==> src/sobel_pkg.sv <==
// --------------------------------------------------
// Shared widths, limits and threshold constants
// Pixel, size and gradient types
// Window column, gradient pair and stage control structs
// --------------------------------------------------

package sobel_pkg;

	// --------------------------------------------------
	// Widths and limits
	// --------------------------------------------------
	localparam int PEL_WIDTH   = 8;
	localparam int SIZE_WIDTH  = 6;
	localparam int GRAD_WIDTH  = 14;
	localparam int MAX_WIDTH   = 64;
	localparam int LINE_DELAYS = 2;

	// Sums above this value are edges
	localparam int EDGE_THRESHOLD = 200;

	// --------------------------------------------------
	// Types
	// --------------------------------------------------
	typedef logic [PEL_WIDTH-1:0] pel_t;
	typedef logic [SIZE_WIDTH-1:0] size_t;
	typedef logic signed [GRAD_WIDTH-1:0] grad_t;

	localparam pel_t EDGE_ON  = 8'd255;
	localparam pel_t EDGE_OFF = 8'd0;

	// One window column, top row first
	typedef struct packed {
		pel_t top;
		pel_t middle;
		pel_t bottom;
	} column_t;

	typedef struct packed {
		grad_t gx;
		grad_t gy;
		logic  inner;
	} grad_pair_t;

	// Step is the pipeline advance, inner marks a full window
	typedef struct packed {
		logic step;
		logic inner;
	} stage_ctrl_t;

endpackage
==> src/sobel_edge_top.sv <==
// --------------------------------------------------
// Sobel edge detector top level
// Frame control, line delay chain, gradient and output
// --------------------------------------------------

`timescale 1ns/1ps

module sobel_edge_top (
	input  logic             clock,
	input  logic             reset,
	input  sobel_pkg::size_t in_size,
	input  logic             in_size_wr,
	output logic             in_size_full,
	input  sobel_pkg::pel_t  in_pel,
	input  logic             in_pel_wr,
	output logic             in_pel_full,
	output sobel_pkg::pel_t  out_pel,
	output logic             out_pel_wr,
	input  logic             out_pel_full
);

	import sobel_pkg::*;

	stage_ctrl_t ctrl;
	size_t       width;
	logic        hold;
	// Index 0 is the current row, higher indices are older lines
	pel_t        row_pel [LINE_DELAYS+1];
	column_t     column;
	grad_pair_t  grad;
	logic        grad_valid;

	frame_control u_frame_control (
		.clock        (clock),
		.reset        (reset),
		.in_size      (in_size),
		.in_size_wr   (in_size_wr),
		.in_size_full (in_size_full),
		.in_pel       (in_pel),
		.in_pel_wr    (in_pel_wr),
		.in_pel_full  (in_pel_full),
		.hold         (hold),
		.ctrl         (ctrl),
		.pel          (row_pel[0]),
		.width        (width)
	);

	// --------------------------------------------------
	// Line delay chain
	// --------------------------------------------------
	for (genvar i = 0; i < LINE_DELAYS; i++) begin : g_delay
		line_delay u_line_delay (
			.clock   (clock),
			.reset   (reset),
			.ctrl    (ctrl),
			.width   (width),
			.pel_in  (row_pel[i]),
			.pel_out (row_pel[i+1])
		);
	end

	assign column.bottom = row_pel[0];
	assign column.middle = row_pel[1];
	assign column.top    = row_pel[LINE_DELAYS];

	sobel_gradient u_sobel_gradient (
		.clock      (clock),
		.reset      (reset),
		.ctrl       (ctrl),
		.hold       (hold),
		.column     (column),
		.grad       (grad),
		.grad_valid (grad_valid)
	);

	edge_output u_edge_output (
		.clock        (clock),
		.reset        (reset),
		.grad         (grad),
		.grad_valid   (grad_valid),
		.out_pel      (out_pel),
		.out_pel_wr   (out_pel_wr),
		.out_pel_full (out_pel_full),
		.hold         (hold)
	);

endmodule

==> src/edge_output.sv <==
// --------------------------------------------------
// Absolute gradient sum and threshold
// Border drop and output register with back-pressure
// --------------------------------------------------

`timescale 1ns/1ps

module edge_output (
	input  logic                  clock,
	input  logic                  reset,
	input  sobel_pkg::grad_pair_t grad,
	input  logic                  grad_valid,
	output sobel_pkg::pel_t       out_pel,
	output logic                  out_pel_wr,
	input  logic                  out_pel_full,
	output logic                  hold
);

	import sobel_pkg::*;

	logic [GRAD_WIDTH-1:0] mag_x;
	logic [GRAD_WIDTH-1:0] mag_y;
	logic [GRAD_WIDTH-1:0] mag_sum;
	pel_t                  edge_pel;
	logic                  keep;

	function automatic logic [GRAD_WIDTH-1:0] magnitude(grad_t g);
		return g[GRAD_WIDTH-1] ? -g : g;
	endfunction

	// --------------------------------------------------
	// Threshold
	// --------------------------------------------------
	// At most 2040 so the sum fits in GRAD_WIDTH
	assign mag_x    = magnitude(grad.gx);
	assign mag_y    = magnitude(grad.gy);
	assign mag_sum  = mag_x + mag_y;
	assign edge_pel = (mag_sum > EDGE_THRESHOLD) ? EDGE_ON : EDGE_OFF;

	// Border windows never reach the output
	assign keep = grad_valid && grad.inner;

	// Whole pipeline freezes while the output waits
	assign hold = out_pel_wr && out_pel_full;

	// --------------------------------------------------
	// Output register
	// --------------------------------------------------
	always_ff @(posedge clock) begin
		if (!hold && keep) begin
			out_pel <= edge_pel;
		end
	end

	always_ff @(posedge clock) begin
		if (reset) begin
			out_pel_wr <= 1'b0;
		end else if (!hold) begin
			out_pel_wr <= keep;
		end
	end

endmodule

==> src/sobel_gradient.sv <==
// --------------------------------------------------
// 3x3 window shift register
// Horizontal and vertical Sobel gradients, registered
// --------------------------------------------------

`timescale 1ns/1ps

module sobel_gradient (
	input  logic                   clock,
	input  logic                   reset,
	input  sobel_pkg::stage_ctrl_t ctrl,
	input  logic                   hold,
	input  sobel_pkg::column_t     column,
	output sobel_pkg::grad_pair_t  grad,
	output logic                   grad_valid
);

	import sobel_pkg::*;

	column_t col_left;
	column_t col_mid;
	column_t col_right;
	logic    win_valid;
	logic    win_inner;
	grad_t   gx;
	grad_t   gy;

	// Weighted 1,2,1 sum of three pixels
	function automatic grad_t weigh(pel_t a, pel_t b, pel_t c);
		grad_t sum;
		sum = grad_t'(a) + (grad_t'(b) <<< 1) + grad_t'(c);
		return sum;
	endfunction

	// --------------------------------------------------
	// Window
	// --------------------------------------------------
	// Newest column enters on the right
	always_ff @(posedge clock) begin
		if (ctrl.step) begin
			col_left  <= col_mid;
			col_mid   <= col_right;
			col_right <= column;
			win_inner <= ctrl.inner;
		end
	end

	always_ff @(posedge clock) begin
		if (reset) begin
			win_valid <= 1'b0;
		end else if (!hold) begin
			win_valid <= ctrl.step;
		end
	end

	// --------------------------------------------------
	// Gradients
	// --------------------------------------------------
	always_comb begin
		// Right column minus left column
		gx = weigh(col_right.top, col_right.middle, col_right.bottom)
			- weigh(col_left.top, col_left.middle, col_left.bottom);
		// Bottom row minus top row
		gy = weigh(col_left.bottom, col_mid.bottom, col_right.bottom)
			- weigh(col_left.top, col_mid.top, col_right.top);
	end

	always_ff @(posedge clock) begin
		if (!hold) begin
			grad.gx    <= gx;
			grad.gy    <= gy;
			grad.inner <= win_inner;
		end
	end

	always_ff @(posedge clock) begin
		if (reset) begin
			grad_valid <= 1'b0;
		end else if (!hold) begin
			grad_valid <= win_valid;
		end
	end

endmodule

==> src/line_delay.sv <==
// --------------------------------------------------
// One image line of pixel delay
// Circular buffer that wraps at the frame width
// --------------------------------------------------

`timescale 1ns/1ps

module line_delay (
	input  logic                   clock,
	input  logic                   reset,
	input  sobel_pkg::stage_ctrl_t ctrl,
	input  sobel_pkg::size_t       width,
	input  sobel_pkg::pel_t        pel_in,
	output sobel_pkg::pel_t        pel_out
);

	import sobel_pkg::*;

	pel_t  line_mem [MAX_WIDTH];
	size_t ptr;

	// Same slot is read and then overwritten on a step
	assign pel_out = line_mem[ptr];

	always_ff @(posedge clock) begin
		if (ctrl.step) begin
			line_mem[ptr] <= pel_in;
		end
	end

	// --------------------------------------------------
	// Pointer
	// --------------------------------------------------
	// N*N steps per frame bring the pointer back to zero
	always_ff @(posedge clock) begin
		if (reset) begin
			ptr <= '0;
		end else if (ctrl.step) begin
			if (ptr == width - size_t'(1)) begin
				ptr <= '0;
			end else begin
				ptr <= ptr + size_t'(1);
			end
		end
	end

endmodule

==> src/frame_control.sv <==
// --------------------------------------------------
// Frame controller for the Sobel pipeline
// Size and pixel handshakes, row and column tracking
// Pipeline step and inner window flag
// --------------------------------------------------

`timescale 1ns/1ps

module frame_control (
	input  logic                  clock,
	input  logic                  reset,
	input  sobel_pkg::size_t      in_size,
	input  logic                  in_size_wr,
	output logic                  in_size_full,
	input  sobel_pkg::pel_t       in_pel,
	input  logic                  in_pel_wr,
	output logic                  in_pel_full,
	input  logic                  hold,
	output sobel_pkg::stage_ctrl_t ctrl,
	output sobel_pkg::pel_t       pel,
	output sobel_pkg::size_t      width
);

	import sobel_pkg::*;

	logic  frame_open;
	size_t row;
	size_t col;
	logic  size_accept;
	logic  pel_accept;
	logic  last_col;
	logic  last_row;

	// --------------------------------------------------
	// Handshakes
	// --------------------------------------------------
	// A new size waits until the open frame has all its pixels
	assign in_size_full = frame_open;
	assign size_accept  = in_size_wr && !frame_open;

	// No pixels between frames or while the output is stalled
	assign in_pel_full = !frame_open || hold;
	assign pel_accept  = in_pel_wr && !in_pel_full;

	assign last_col = (col == width - size_t'(1));
	assign last_row = (row == width - size_t'(1));

	// --------------------------------------------------
	// Frame side register
	// --------------------------------------------------
	always_ff @(posedge clock) begin
		if (size_accept) begin
			width <= in_size;
		end
	end

	// --------------------------------------------------
	// Raster position and frame state
	// --------------------------------------------------
	always_ff @(posedge clock) begin
		if (reset) begin
			frame_open <= 1'b0;
			row        <= '0;
			col        <= '0;
		end else if (size_accept) begin
			frame_open <= 1'b1;
			row        <= '0;
			col        <= '0;
		end else if (pel_accept) begin
			if (last_col) begin
				col <= '0;
				if (last_row) begin
					// Last pixel of the frame
					row        <= '0;
					frame_open <= 1'b0;
				end else begin
					row <= row + size_t'(1);
				end
			end else begin
				col <= col + size_t'(1);
			end
		end
	end

	// --------------------------------------------------
	// Pipeline control
	// --------------------------------------------------
	// Window is complete from the third row and third column on
	assign ctrl.step  = pel_accept;
	assign ctrl.inner = pel_accept && (row >= size_t'(2)) && (col >= size_t'(2));

	// bottom window row and first line delay see the pixel directly
	assign pel = in_pel;

endmodule

==> config.mk <==
export PLATFORM = sky130hd
export DESIGN_NAME = sobel_edge_top
export DESIGN_NICKNAME = d
export VERILOG_FILES = /design/src/sobel_pkg.sv /design/src/sobel_edge_top.sv /design/src/edge_output.sv /design/src/sobel_gradient.sv /design/src/line_delay.sv /design/src/frame_control.sv
export SDC_FILE = /design/constraint.sdc
export NUM_CORES = 1
export LEC_CHECK = 0
export ABC_AREA = 0
export BUFFER_PORTS_ARGS = -buffer_cell sky130_fd_sc_hd__buf_2
export CAP_MARGIN = 20
export CORE_MARGIN = 1
export CORE_UTILIZATION = 45
export DETAILED_ROUTE_END_ITERATION = 8
export PLACE_DENSITY = 0.69
export SLEW_MARGIN = 20
export SYNTH_ARGS = -nofsm -noshare
export SYNTH_HDL_FRONTEND = slang
export SYNTH_HIERARCHICAL = 1
export SYNTH_SLANG_ARGS = --single-unit
==> constraint.sdc <==
create_clock -name clock -period 11.5 [get_ports clock]
set_input_delay 0.575 -clock clock [delete_from_list [all_inputs] [get_ports clock]]
set_output_delay 0.575 -clock clock [all_outputs]
set_load 0.005 [all_outputs]
==> impl_metrics.csv <==
group,metric,value,unit
finish,drive_gt1_share,19.1,%
power,power,9.98,mW
synth,ys.flop_type,"edfxtp_1",
timing,finalHoldViolCount,0,
synth,async_flop_share,0,%
placed_design,placed_cell_area,50800,µm²
synth,synth_top_area_share,68.9,%
worst_setup_path,crit_fanout,77,
detailed_routing,avgRoutedWirePerCell,24.6,µm
synth,synth_edf_count,1131,
worst_setup_path,crit_slowest_cell,"nor2_1",
worst_setup_path,critPathMaxStageDelay,0.90,ns
worst_setup_path,path_delay_family,"simple AND/OR/NAND/NOR gates",
die,rows,121,
timing,slew_violations,0,
flow_run,max_cap_violations,0,
cts,insertion_delay,0.70,ns
die,die_area,111000,µm²
timing,worst_slew_pin_slew,1.06,ns
timing,rsz0062_at_grt,"no",
cts,clockRootBuffer,"clkbuf_16",
grt,grt_overflow,0,
grt,grt_pass1_vias,25307,
timing,finClkSkew,0.0302,ns
timing,finalCriticalPeriod,4.52,ns
synth,ys_seq_elements,1171,
placed_design,pre_cts_slack,6.59,ns
cts,cts_buffers,111,
worst_hold_path,whs_path_depth,1,
worst_setup_path,worst_setup_path_end_kind,"flop",
worst_hold_path,holdPathEnd,"u_frame_control/width[4]$_DFFE_PP_",
synth,avgSynthCellArea,18.3,µm²
worst_setup_path,cp-startpoint,"u_edge_output/out_pel_wr$_SDFFE_PP0N_",
power,power.density,183,nW/µm²
detailed_routing,viasPerCell,5.84,
worst_setup_path,worstPathCellList,"nand2_1 > inv_1 > nand2b_1 > nor2_4 > buf_4 > nand4_1 > nor2_1",
finish,final_area,54400,µm²
cts,clk_path_buf_depth,3,
timing,maxSlewHeadroom,29.3,%
timing,fin_crit_sh,39.3,%
grt,antenna_found_initial,0,
finish,fillers,8626,
detailed_routing,drtIter0Drc,2358,
worst_setup_path,worstPathArrival,4.84,ns
finish,multi_input_area,13400,µm²
cts,cts_hold_buf,0,
grt,grt_use_total,18.9,%
worst_setup_path,crit_path_start_kind,"flop",
worst_hold_path,hp-class,"input port to flop",
detailed_routing,finalWirelength,104000,µm
finish,layout_commonest_cell,"edfxtp_1",
worst_setup_path,cp.buffers_inverters,2,
finish,regArea,34800,µm²
power,irDropWorstVdd,0.168,mV
worst_setup_path,required,11.82,ns
finish,final_cell_mix,"1131 x edfxtp_1, 272 x mux4_2, 191 x nor2_1",
synth,synth_area_leaders,"edfxtp_1 69%, mux4_2 12%, fa_1 2.0%",
timing,setup_viol_count_final,0,
worst_setup_path,timing.rr.end,"g_delay[1].u_line_delay/line_mem[31][3]$_DFFE_PP_",
detailed_routing,drtPass1Iterations,5,
die,ios,30,
cts,cts.clk_slew.worst_paths,0.06,ns
worst_setup_path,worstRegToRegCells,7,
die,floorplan.initialDensity,45.4,%
outcome,status,"complete, no violations",
timing,hold_slack,0.0675,ns
die,die_h,333,µm
synth,synth_cells,2690,
grt,grt_max_degree,126,
timing,fmax,0.221,GHz
worst_setup_path,worstReg2RegStart,"u_edge_output/out_pel_wr$_SDFFE_PP0N_",
die,die_w,333,µm
placed_design,routabilityCongestion,0.866,
detailed_routing,route.detailed.drc,0,
finish,areaGrowthSynthToFinish,10.4,%
finish,num-nets-final,2853,
worst_setup_path,critPathKind,"flop to flop",
placed_design,dp_hpwl,63800,µm
cts,post_cts_buffers,0,
grt,grt_pass1_wl,159000,µm
synth,synth_top_area_cell,"edfxtp_1",
cts,clkSinkCount,1171,
cts,cts_tree,"yes",
synth,syn_area,49300,µm²
detailed_routing,ant_nets,0,
timing,finalSetupTns,0,ns
cts,cts-resized-gates,0,
detailed_routing,vias,24665,
synth,syn-num-nets,2823,
placed_design,portBuffers,29,
synth,yosysWarningCount,6,
power,p_leak,17.0,nW
synth,seq_area_frac_synth,70.5,%
timing,setup_ws,6.98,ns
die,core,109000,µm²
cts,h-tree-depth,3,
worst_setup_path,reg2reg_setup_slack,6.98,ns
synth,synth.distinct_cells,75,
worst_hold_path,hold_start,"in_size[4]",
worst max path at each step:
stage	to	cells after the start
floorplan	g_delay[1].u_line_delay/line_mem[0][7]$_DFFE_PP_	8
finish	g_delay[1].u_line_delay/line_mem[31][3]$_DFFE_PP_	7
global placement	flop	10
global route	flop	9
CTS	g_delay[1].u_line_delay/line_mem[39][1]$_DFFE_PP_	7
detailed placement	g_delay[1].u_line_delay/line_mem[31][3]$_DFFE_PP_	8
sequential cells by signal, summed over array words and instances, names as in the netlist, 6 cells and up, named ones only:
register / count
g_delay.u_line_delay/line_mem: 1024
u_sobel_gradient/grad: 27
u_sobel_gradient/col_left: 24
u_sobel_gradient/col_mid: 24
u_sobel_gradient/col_right: 24
g_delay.u_line_delay/ptr: 12
u_frame_control/col: 6
u_frame_control/row: 6
u_frame_control/width: 6
logic make-up (layout without fill, tap and decap cells):
logic type               count (synthesis)  in the layout  synth area share [%]
AO/OA/AOI/OAI                          228            228                  3.11
XOR/XNOR                               102            102                  1.81
adder cells (fa/ha/maj)                114            114                  3.64
buffers and inverters                  257            377                  2.44
flip-flops                            1171           1171                  70.5
multiplexers                           345            345                  13.9
other                                    0              1                     0
AND/OR/NAND/NOR                        473            473                  4.57
per-layer routing:
layer / global-route usage [%] / vias to the layer above / part of all wire, %
met5: 0 / - / 0
met4: 5.88 / 0 / 2.8
met3: 2.77 / 180 / 6.5
met2: 31.5 / 923 / 50
met1: 25.9 / 12892 / 41
li1: - / 10670 / -
stage by stage:
step	utilization [%]	std cells
5_1_grt	50.1	4224
6_report	50.1	4225
2_1_floorplan	-	2690
3_3_place_gp	46.7	4021
4_1_cts	50.0	4224
3_5_place_dp	46.7	4021
Yosys cell counts (all sizes together), types with 25 or more instances:
cell	count
inv	118
mux4	272
o21ai	34
buf	80
xor2	45
nand3	38
nand2	101
edfxtp	1131
mux2i	68
nor3	30
nand2b	25
dfxtp	40
xnor2	57
fa	49
ha	65
a21oi	57
nor2	192
clkbuf	59
power breakdown:
| group | internal (mW) | switching (mW) |
|---|---|---|
| Combinational | 0.661 | 0.849 |
| Clock | 2.06 | 1.54 |
| Sequential | 4.78 | 0.0851 |
layout make-up:
cell class / instances / area share, %
sequential: 1171 / 63.9
multi-input combinational: 1262 / 24.7
clock buffer: 137 / 5.40
tap: 1414 / 3.25
clock inverter: 66 / 1.23
inverter: 118 / 0.814
timing repair buffer: 56 / 0.703
antenna: 1 / 0.00460
No activity file was read; power rests on OpenSTA's default activity.
